### config.mk
export PLATFORM = sky130hd
export DESIGN_NAME = pipe_trace_top
export DESIGN_NICKNAME = d
export VERILOG_FILES = /design/src/design/trace_pkg.sv /design/src/design/stage_id_tracker.sv /design/src/design/trace_store.sv /design/src/design/retire_reporter.sv /design/src/design/pipe_trace_top.sv
export SDC_FILE = /design/constraint.sdc
export NUM_CORES = 1
export LEC_CHECK = 0
export ABC_AREA = 1
export BUFFER_PORTS_ARGS = -buffer_cell sky130_fd_sc_hd__buf_2
export CAP_MARGIN = 20
export CORE_MARGIN = 2
export CORE_UTILIZATION = 49
export DETAILED_ROUTE_END_ITERATION = 7
export PLACE_DENSITY = 0.67
export SETUP_SLACK_MARGIN = 0.3
export SLEW_MARGIN = 20
export SYNTH_ARGS = -nofsm -noshare
export SYNTH_HDL_FRONTEND = slang
export SYNTH_SLANG_ARGS = --single-unit
### constraint.sdc
create_clock -name clk -period 12.4 [get_ports clk]
set_input_delay 2.48 -clock clk [delete_from_list [all_inputs] [get_ports clk]]
set_output_delay 2.48 -clock clk [all_outputs]
set_load 0.02 [all_outputs]
### src/design/trace_pkg.sv
//////////////////////////////
// Pipeline trace monitor package
// Opcode class enum
// Data, stall and cycle widths
//////////////////////////////

package trace_pkg;

    //////////////////////////////
    // Widths
    //////////////////////////////
    parameter int XLEN    = 32; // Instr word, result, address, wb data
    parameter int STALL_W = 4;  // Per-instruction stall counter
    parameter int CYC_W   = 16; // Cycle counter and latency, both wrap

    // Stall counter ceiling
    parameter logic [STALL_W-1:0] STALL_MAX = {STALL_W{1'b1}};

    //////////////////////////////
    // Opcode classes
    //////////////////////////////
    // Encodings 6 and 7 are unused and flagged in the store
    typedef enum logic [2:0] {
        OP_ALU    = 3'd0, // Register/immediate arithmetic
        OP_LOAD   = 3'd1, // Memory read
        OP_STORE  = 3'd2, // Memory write
        OP_BRANCH = 3'd3, // Conditional branch
        OP_JUMP   = 3'd4, // Unconditional jump
        OP_SYSTEM = 3'd5  // CSR, ecall and friends
    } op_e;

endpackage

### src/design/stage_id_tracker.sv
//////////////////////////////
// Stage ID tracker
// Five-stage valid and ID shift, stall rule
// Free-running cycle counter
//////////////////////////////

`timescale 1ns/1ps

module stage_id_tracker #(
    parameter int DEPTH = 8 // Record table depth, power of two
) (
    input  logic                       clk,
    input  logic                       rst_n,
    input  logic                       stall,          // Decode stall level
    output logic                       fetch_valid,
    output logic                       decode_valid,
    output logic                       exec_valid,
    output logic                       mem_valid,
    output logic                       wb_valid,
    output logic [$clog2(DEPTH)-1:0]   fetch_id,
    output logic [$clog2(DEPTH)-1:0]   decode_id,
    output logic [$clog2(DEPTH)-1:0]   exec_id,
    output logic [$clog2(DEPTH)-1:0]   mem_id,
    output logic [$clog2(DEPTH)-1:0]   wb_id,
    output logic                       decode_stalled, // Decode holds a live instr this edge
    output logic [trace_pkg::CYC_W-1:0] cycle
);

    localparam int ID_W = $clog2(DEPTH);

    //////////////////////////////
    // Valid and ID shift
    //////////////////////////////
    always_ff @(posedge clk) begin
        if (!rst_n) begin
            fetch_valid  <= 1'b0;
            decode_valid <= 1'b0;
            exec_valid   <= 1'b0;
            mem_valid    <= 1'b0;
            wb_valid     <= 1'b0;
            fetch_id     <= '0;
            decode_id    <= '0;
            exec_id      <= '0;
            mem_id       <= '0;
            wb_id        <= '0;
        end else begin
            fetch_valid <= 1'b1; // Fetch never runs dry once out of reset

            // Back half always moves
            mem_valid <= exec_valid;
            mem_id    <= exec_id;
            wb_valid  <= mem_valid;
            wb_id     <= mem_id;
            exec_id   <= decode_id;

            if (stall) begin
                exec_valid <= 1'b0; // Bubble into execute, fetch/decode hold
            end else begin
                exec_valid   <= decode_valid;
                decode_valid <= fetch_valid;
                decode_id    <= fetch_id;
                fetch_id     <= fetch_id + ID_W'(1); // Wraps modulo DEPTH
            end
        end
    end

    assign decode_stalled = stall && decode_valid;

    // Cycle stamp source for fetch and retire
    always_ff @(posedge clk) begin
        if (!rst_n) begin
            cycle <= '0;
        end else begin
            cycle <= cycle + 1'b1;
        end
    end

    // A live ID must never be reused while still in memory
    a_id_unique: assert property (@(posedge clk) disable iff (!rst_n)
        (fetch_valid && mem_valid) |-> (mem_id != fetch_id));

endmodule

### src/design/trace_store.sv
//////////////////////////////
// Trace record store
// ID-indexed record table, written per stage
// Combinational write-back record read
//////////////////////////////

`timescale 1ns/1ps

module trace_store #(
    parameter int DEPTH = 8
) (
    input  logic                          clk,
    input  logic                          rst_n,
    // Tracker side
    input  logic                          fetch_valid,
    input  logic                          decode_valid,
    input  logic                          exec_valid,
    input  logic                          mem_valid,
    input  logic [$clog2(DEPTH)-1:0]      fetch_id,
    input  logic [$clog2(DEPTH)-1:0]      decode_id,
    input  logic [$clog2(DEPTH)-1:0]      exec_id,
    input  logic [$clog2(DEPTH)-1:0]      mem_id,
    input  logic [$clog2(DEPTH)-1:0]      wb_id,
    input  logic                          decode_stalled,
    input  logic [trace_pkg::CYC_W-1:0]   cycle,
    // Pipeline values
    input  logic [trace_pkg::XLEN-1:0]    fetch_instr,
    input  trace_pkg::op_e                decode_op,
    input  logic [trace_pkg::XLEN-1:0]    exec_result,
    input  logic [trace_pkg::XLEN-1:0]    mem_addr,
    input  logic [trace_pkg::XLEN-1:0]    wb_data,
    // Write-back record
    output logic [trace_pkg::XLEN-1:0]    rec_instr,
    output trace_pkg::op_e                rec_op,
    output logic [trace_pkg::XLEN-1:0]    rec_result,
    output logic [trace_pkg::XLEN-1:0]    rec_addr,
    output logic [trace_pkg::XLEN-1:0]    rec_data,
    output logic [trace_pkg::STALL_W-1:0] rec_stalls,
    output logic [trace_pkg::CYC_W-1:0]   rec_stamp
);

    //////////////////////////////
    // Record table
    //////////////////////////////
    logic [trace_pkg::XLEN-1:0]    instr_tab  [DEPTH];
    trace_pkg::op_e                op_tab     [DEPTH];
    logic [trace_pkg::XLEN-1:0]    result_tab [DEPTH];
    logic [trace_pkg::XLEN-1:0]    addr_tab   [DEPTH];
    logic [trace_pkg::STALL_W-1:0] stalls_tab [DEPTH];
    logic [trace_pkg::CYC_W-1:0]   stamp_tab  [DEPTH];

    logic mem_is_ls; // Entry in memory was decoded as load or store

    assign mem_is_ls = (op_tab[mem_id] == trace_pkg::OP_LOAD) ||
                       (op_tab[mem_id] == trace_pkg::OP_STORE);

    always_ff @(posedge clk) begin
        // Fetch rewrites while held, last write is the advance edge
        if (fetch_valid) begin
            instr_tab[fetch_id]  <= fetch_instr;
            stamp_tab[fetch_id]  <= cycle;
            stalls_tab[fetch_id] <= '0;    // Fresh entry
        end

        if (decode_valid) begin
            op_tab[decode_id] <= decode_op;
        end
        // One count per stalled edge, sticks at max
        if (decode_stalled && (stalls_tab[decode_id] != trace_pkg::STALL_MAX)) begin
            stalls_tab[decode_id] <= stalls_tab[decode_id] + 1'b1;
        end

        if (exec_valid) begin
            result_tab[exec_id] <= exec_result;
        end

        if (mem_valid) begin
            addr_tab[mem_id] <= mem_is_ls ? mem_addr : '0; // Only loads/stores keep an address
        end
    end

    //////////////////////////////
    // Write-back read port
    //////////////////////////////
    assign rec_instr  = instr_tab[wb_id];
    assign rec_op     = op_tab[wb_id];
    assign rec_result = result_tab[wb_id];
    assign rec_addr   = addr_tab[wb_id];
    assign rec_stalls = stalls_tab[wb_id];
    assign rec_stamp  = stamp_tab[wb_id];
    assign rec_data   = wb_data; // Captured by the reporter on the wb edge

    // Decoder must hand over a defined class
    a_op_legal: assert property (@(posedge clk) disable iff (!rst_n)
        decode_valid |-> decode_op inside {trace_pkg::OP_ALU, trace_pkg::OP_LOAD,
                                           trace_pkg::OP_STORE, trace_pkg::OP_BRANCH,
                                           trace_pkg::OP_JUMP, trace_pkg::OP_SYSTEM});

endmodule

### src/design/retire_reporter.sv
//////////////////////////////
// Retire reporter
// Registered retire record, latency
// Retirement counter
//////////////////////////////

`timescale 1ns/1ps

module retire_reporter (
    input  logic                          clk,
    input  logic                          rst_n,
    input  logic                          wb_valid,       // Record below is retiring
    input  logic [trace_pkg::CYC_W-1:0]   cycle,
    input  logic [trace_pkg::XLEN-1:0]    rec_instr,
    input  trace_pkg::op_e                rec_op,
    input  logic [trace_pkg::XLEN-1:0]    rec_result,
    input  logic [trace_pkg::XLEN-1:0]    rec_addr,
    input  logic [trace_pkg::XLEN-1:0]    rec_data,
    input  logic [trace_pkg::STALL_W-1:0] rec_stalls,
    input  logic [trace_pkg::CYC_W-1:0]   rec_stamp,
    output logic                          retire_valid,   // One pulse per instr
    output logic [trace_pkg::XLEN-1:0]    retire_instr,
    output trace_pkg::op_e                retire_op,
    output logic [trace_pkg::XLEN-1:0]    retire_result,
    output logic [trace_pkg::XLEN-1:0]    retire_addr,
    output logic [trace_pkg::XLEN-1:0]    retire_data,
    output logic [trace_pkg::STALL_W-1:0] retire_stalls,
    output logic [trace_pkg::CYC_W-1:0]   retire_latency,
    output logic [trace_pkg::CYC_W-1:0]   retire_count
);

    //////////////////////////////
    // Control
    //////////////////////////////
    always_ff @(posedge clk) begin
        if (!rst_n) begin
            retire_valid <= 1'b0;
            retire_count <= '0;
        end else begin
            retire_valid <= wb_valid;
            if (wb_valid) begin
                retire_count <= retire_count + 1'b1; // Wraps like the cycle count
            end
        end
    end

    // Payload, loaded only on a retiring edge
    always_ff @(posedge clk) begin
        if (wb_valid) begin
            retire_instr   <= rec_instr;
            retire_op      <= rec_op;
            retire_result  <= rec_result;
            retire_addr    <= rec_addr;
            retire_data    <= rec_data;
            retire_stalls  <= rec_stalls;
            retire_latency <= cycle - rec_stamp; // Fetch edge to wb edge, modulo wrap
        end
    end

    // Nothing retires sooner than four edges after its fetch
    a_latency_floor: assert property (@(posedge clk) disable iff (!rst_n)
        retire_valid |-> (retire_latency >= trace_pkg::CYC_W'(4)));

endmodule

### src/design/pipe_trace_top.sv
//////////////////////////////
// Pipeline trace monitor top
// Tracker, record store, reporter
//////////////////////////////

`timescale 1ns/1ps

module pipe_trace_top #(
    parameter int DEPTH = 8 // Record slots, power of two, at least 8
) (
    input  logic                          clk,
    input  logic                          rst_n,
    input  logic                          stall,
    input  logic [trace_pkg::XLEN-1:0]    fetch_instr,
    input  trace_pkg::op_e                decode_op,
    input  logic [trace_pkg::XLEN-1:0]    exec_result,
    input  logic [trace_pkg::XLEN-1:0]    mem_addr,
    input  logic [trace_pkg::XLEN-1:0]    wb_data,
    output logic                          retire_valid,
    output logic [trace_pkg::XLEN-1:0]    retire_instr,
    output trace_pkg::op_e                retire_op,
    output logic [trace_pkg::XLEN-1:0]    retire_result,
    output logic [trace_pkg::XLEN-1:0]    retire_addr,
    output logic [trace_pkg::XLEN-1:0]    retire_data,
    output logic [trace_pkg::STALL_W-1:0] retire_stalls,
    output logic [trace_pkg::CYC_W-1:0]   retire_latency,
    output logic [trace_pkg::CYC_W-1:0]   retire_count
);

    localparam int ID_W = $clog2(DEPTH);

    // Tracker outputs
    logic                        fetch_valid, decode_valid, exec_valid, mem_valid, wb_valid;
    logic [ID_W-1:0]             fetch_id, decode_id, exec_id, mem_id, wb_id;
    logic                        decode_stalled;
    logic [trace_pkg::CYC_W-1:0] cycle;

    // Write-back record
    logic [trace_pkg::XLEN-1:0]    rec_instr, rec_result, rec_addr, rec_data;
    trace_pkg::op_e                rec_op;
    logic [trace_pkg::STALL_W-1:0] rec_stalls;
    logic [trace_pkg::CYC_W-1:0]   rec_stamp;

    stage_id_tracker #(.DEPTH(DEPTH)) u_tracker (
        .clk, .rst_n, .stall,
        .fetch_valid, .decode_valid, .exec_valid, .mem_valid, .wb_valid,
        .fetch_id, .decode_id, .exec_id, .mem_id, .wb_id,
        .decode_stalled, .cycle
    );

    trace_store #(.DEPTH(DEPTH)) u_store (
        .clk, .rst_n,
        .fetch_valid, .decode_valid, .exec_valid, .mem_valid,
        .fetch_id, .decode_id, .exec_id, .mem_id, .wb_id,
        .decode_stalled, .cycle,
        .fetch_instr, .decode_op, .exec_result, .mem_addr, .wb_data,
        .rec_instr, .rec_op, .rec_result, .rec_addr, .rec_data, .rec_stalls, .rec_stamp
    );

    retire_reporter u_reporter (
        .clk, .rst_n, .wb_valid, .cycle,
        .rec_instr, .rec_op, .rec_result, .rec_addr, .rec_data, .rec_stalls, .rec_stamp,
        .retire_valid, .retire_instr, .retire_op, .retire_result, .retire_addr,
        .retire_data, .retire_stalls, .retire_latency, .retire_count
    );

endmodule

==> out/qor.yml, run 1 <==
status: "complete, no violations"
num_vias: 28649
reg2reg_to: "u_reporter.retire_instr[11]"
drt_iter0_markers: 3033
cp_max_fo: 217
cts.sinks: 1159
yosys_warnings: 0
worst-r2r-setup-slack_ns: 7.92
dieArea_um2: 95000
cap_violations: 0
die_x_um: 308
setup_violations: 0
arrival_ns: 5.04
start_util_pct: 49.5
path_class: "reg -> reg"
grt_pass1_wl_um: 162000
fin_cells: 5113
ir_drop_uv: 115
grt_pass1_vias: 27584
fin_crit_sh_pct: 36.1
path_common_cell: "buf_4"
end_kind: "register"
yosys.cell_types.count: 43
place_area_um2: 48000
route.detailed.drc: 0
cts_root_buf: "clkbuf_16"
synth_most_common_cell: "edfxtp_1"
cp-startpoint: "u_tracker.wb_id[0]"
clk_path_buf_depth: 3
cts.clk_slew.worst_paths_ns: 0.06
drt_first_pass_iters: 5
synth_cells: 3559
clock_skew_ns: 0.0244
syn_nets: 3714
num_rows: 111
final_cell_area_um2: 51800
power_density_nw_per_um2: 157
htree_levels: 3
die_h_um: 308
synth_ff_type: "edfxtp_1"
hold_viol: 0
ant_nets: 0
pin_count: 302
seq_area_um2: 34300
crit_required_ns: 12.96
antenna_found_initial: 16
grt_max_degree: 227
fill_cells: 7429
wire_per_inst_um: 20.9
drt_wl_total_um: 107000
hold_buffers: 0
multiInputGateArea_um2: 9800
dp_cells: 4886
nNetsFinal: 3974
netlist_area_um2: 45300
synth_seq_area_share_pct: 75.5
overflow: 0
slew-limit-headroom_pct: 19.9
path_cells: "clkinv_8 > buf_4 > buf_4 > buf_4 > o21ai_0 > o22ai_1 > nand2_1 > nand2_1"
hold_class: "reg -> reg"
grt_usage_pct: 22.4
drt-vias-per-instance: 5.60
synthTopCellsByArea: "edfxtp_1 (73%), o21ai_0 (5.6%), nor2_1 (4.7%)"
synth_commonest_cells: "edfxtp_1 (1,103), nor2_1 (570), o21ai_0 (509)"
cts_tree: "built"
min_period_ns: 4.48
ys_ff_latch: 1159
start_kind: "register"
area_growth_pct: 14.3
portBuffers: 301
slowest_delay_ns: 0.86
final_core_util_pct: 56.6
yosysTopAreaCellShare_pct: 73.0
core_um2: 91700
final_layout_size_suffix_gt1_share_pct: 14.9
synth_edf_count: 1103
max_freq_mhz: 223
cts_setup_buffers: 0
clk_latency_ns: 0.70
hold_depth: 2
p_leak_nw: 18.5
tightest_slew_ns: 1.20
drv_slew: 0
min_from: "u_tracker.exec_id[0]"
gp_congestion: 0.867
yosys.area.top_type: "edfxtp_1"
r2r_start: "u_tracker.wb_id[0]"
dp_hpwl_um: 56300
cts_made_buffers: 117
avgSynthCellArea_um2: 12.7
tns_ns: 0
rsz0062_at_grt: "false"
min_to: "u_tracker.mem_id[0]"
crit_slowest_cell: "buf_4"
rr_worst_depth: 8
cts_resized: 0
async_reset_ff_share_pct: 0
==> power breakdown <==
part / internal, mW / switching, mW
combinational: 0.0768 / 0.203
clock: 2.05 / 1.47
sequential: 4.33 / 0.0232
total: 6.46 / 1.70
==> flip-flops by register name, indices dropped and copies added (netlist names), 24 cells and up, named ones only <==
| signal | cells |
|---|---|
| u_reporter.retire_addr | 32 |
| u_reporter.retire_result | 32 |
| u_store.stamp_tab | 128 |
| u_store.instr_tab | 256 |
| u_store.result_tab | 256 |
| u_store.stalls_tab | 32 |
| u_reporter.retire_data | 32 |
| u_store.addr_tab | 256 |
| u_reporter.retire_instr | 32 |
| u_store.op_tab | 24 |
==> critical path, delay by kind of cell, from the launching register on <==
kind | cells | cell delay (ns)
and+or+nand+nor | 2 | 0.18
DFF | 1 | 0.57
AOI/OAI and AO/OA | 2 | 0.39
buffers and inverters | 4 | 2.95
==> through the flow <==
stage                     power [mW]  hold WS (ns)  setup WS, ns
after floorplan                 4.60         0.420          7.78
after global placement          4.71         0.432          7.95
after detailed placement        4.71         0.442          7.83
after CTS                       8.21         0.456          7.80
after global routing            8.40         0.487          7.44
final                           8.15         0.450          7.92
==> how the worst max path moves through the flow <==
stage	end
6_report	u_reporter.retire_instr[11]
5_1_grt	u_reporter.retire_instr[15]
4_1_cts	u_reporter.retire_instr[11]
3_5_place_dp	u_reporter.retire_instr[17]
3_3_place_gp	u_reporter.retire_instr[17]
2_1_floorplan	u_reporter.retire_count[9]
==> cell type report <==
class	count	share of cell area [%]
Tap cell	1186	2.86
Clock buffer	151	6.01
Inverter	150	1.12
Multi-Input combinational cell	2049	18.9
Antenna cell	8	0.0386
Clock inverter	68	1.45
Sequential cell	1159	66.1
Timing Repair Buffer	342	3.52
==> cells in the final DEF (no fill, tap or decap), drive strengths merged <==
cell	synthesis	final
a21oi	62	62
a22oi	2	2
a31oi	9	9
and3	1	1
buf	85	342
bufinv	0	13
clkbuf	116	151
clkinv	1	40
clkinvlp	0	6
dfxtp	56	56
diode	0	8
edfxtp	1103	1103
fa	1	1
ha	20	20
inv	149	159
nand2	483	483
nand2b	1	1
nand3	58	58
nand3b	2	2
nand4	3	3
nor2	600	600
nor3	20	20
nor3b	2	2
nor4	8	8
o211ai	6	6
o21a	4	4
o21ai	523	523
o21bai	2	2
o221ai	14	14
o22ai	210	210
or2	1	1
xnor2	2	2
xor2	15	15
==> cell families after synthesis <==
kind of cell	after synthesis	share of synthesized area (%)
AOI/OAI and AO/OA	832	9.99
buffers and inverters	351	3.25
adders and majority gates	21	0.596
DFF	1159	75.5
and+or+nand+nor	1179	10.3
xor gates and xnor gates	17	0.345
==> routing by layer <==
layer / up-vias / track usage [%] / routed length [um]
li1: 13356 / - / -
met1: 14002 / 30.9 / 44500
met2: 1119 / 36.1 / 51200
met3: 160 / 3.88 / 8580
met4: 12 / 7.45 / 2540
met5: - / 0 / 86
Note: power is estimated with default switching activity, not from simulation.
==> inputs of run 2 (changes only) <==
clock period = 4.5 ns   (was 12.4 ns; I/O delays follow)
==> run 2 against run 1 <==
- clock skew decreased by 0.0084 ns
- total power grew to 2.7 times the previous value
- flip-flop and latch count unchanged
- worst hold slack worse by 0.064 ns
- die area unchanged
- largest cell class unchanged
- largest power group unchanged
==> out/qor.yml, run 2 (synthesized netlist as in run 1, its figures left out) <==
pin_count: 302
fin_cells: 5109
gp_congestion: 0.863
nNetsFinal: 3978
arrival_ns: 4.02
tightest_slew_ns: 1.12
cap_violations: 0
cts.clk_slew.worst_paths_ns: 0.06
cts_root_buf: "clkbuf_16"
drt_first_pass_iters: 5
cts_made_buffers: 116
layout_setup_ws_ns: 0.903
dp_hpwl_um: 57200
start_kind: "register"
tns_ns: 0
setup_violations: 0
p_leak_nw: 18.4
wire_per_inst_um: 20.8
rsz0062_at_grt: "false"
cp-startpoint: "u_tracker.wb_id[0]"
status: "complete, no violations"
num_rows: 111
drt-vias-per-instance: 5.59
htree_levels: 3
antenna_found_initial: 17
finalPower_mw: 22.1
final_layout_size_suffix_gt1_share_pct: 14.9
slew-limit-headroom_pct: 25.3
hold_buffers: 0
dieArea_um2: 95000
clock_skew_ns: 0.0160
drt_wl_total_um: 106000
overflow: 0
r2r_start: "u_tracker.wb_id[0]"
ant_nets: 0
clk_path_buf_depth: 3
area_growth_pct: 14.1
hold_viol: 0
portBuffers: 301
fin_crit_sh_pct: 79.9
max_freq_mhz: 278
post-place-ws_ns: 0.996
start_util_pct: 49.5
final_core_util_pct: 56.5
final_cell_area_um2: 51700
drv_slew: 0
cts.sinks: 1159
final_common_cell: "edfxtp_1"
core_um2: 91700
cts_resized: 0
route.detailed.drc: 0
reg_top3: "u_store.addr_tab x256, u_store.instr_tab x256, u_store.result_tab x256"
die_h_um: 308
cp_max_fo: 155
cts_setup_buffers: 0
ir_drop_uv: 297
num_vias: 28537
min_from: "wb_data[0]"
power_density_nw_per_um2: 428
grt_max_degree: 225
clk_latency_ns: 0.69
end_kind: "register"
crit_required_ns: 4.93
drt_iter0_markers: 2560
grt_pass1_vias: 27449
hold_class: "in -> reg"
dp_cells: 4891
die_x_um: 308
min_period_ns: 3.60
most-common-layout-cells: "edfxtp_1 (1,103), nor2_1 (546), o21ai_0 (509)"
hold_ws_ns: 0.387
grt_usage_pct: 22.1
cts_tree: "built"
grt_pass1_wl_um: 159000
path_class: "reg -> reg"
place_area_um2: 48000
## run 2: cell count changes in the layout (fill, tap and decap cells not counted), sizes merged
cell | previous run | this run
inv | 159 | 152
clkbuf | 151 | 141
diode | 8 | 1
clkinv | 40 | 58
bufinv | 13 | 10
buf | 342 | 347
## run 2: area by class of cell
type	count	area (um2)
sequential	1159	34300
inverter	150	583
multi-input combinational	2049	9800
fill	7253	39900
clock buffer	141	3060
clock inverter	76	638
timing repair buffer	347	1910
antenna	1	2.50
tap	1186	1480
## run 2: critical path, cell delays in order, from the launching register on
cell	delay, ns
dfxtp_4	0.75
clkinv_8	0.56
o21ai_0	0.38
o22ai_1	0.09
o21ai_0	0.31
ha_1	0.34
nand2_1	0.10
inv_1	0.07
a21oi_1	0.15
nand2_1	0.15
a21oi_1	0.19
xor2_1	0.08
## run 2: final timing paths
path | endpoint | slack [ns] | cells past startpoint
hold reg to reg | u_tracker.mem_valid | 0.46 | 2
setup reg to reg | u_reporter.retire_latency[11] | 0.90 | 11
setup / recovery | u_reporter.retire_latency[11] | 0.90 | 11
hold / removal | u_reporter.retire_data[0] | 0.39 | 1
## run 2: routing by layer
layer	GRT usage, %	vias up	wire, um
met5	0	-	125
met3	4.75	189	8220
met2	36.5	1001	51400
met4	7.61	20	3030
met1	29.2	13970	43600
li1	-	13357	-
## run 2: power breakdown
group / switching, mW / total [mW] / internal, mW
Sequential: 0.0561 / 12.0 / 11.9
Combinational: 0.566 / 0.781 / 0.214
Clock: 3.98 / 9.37 / 5.39
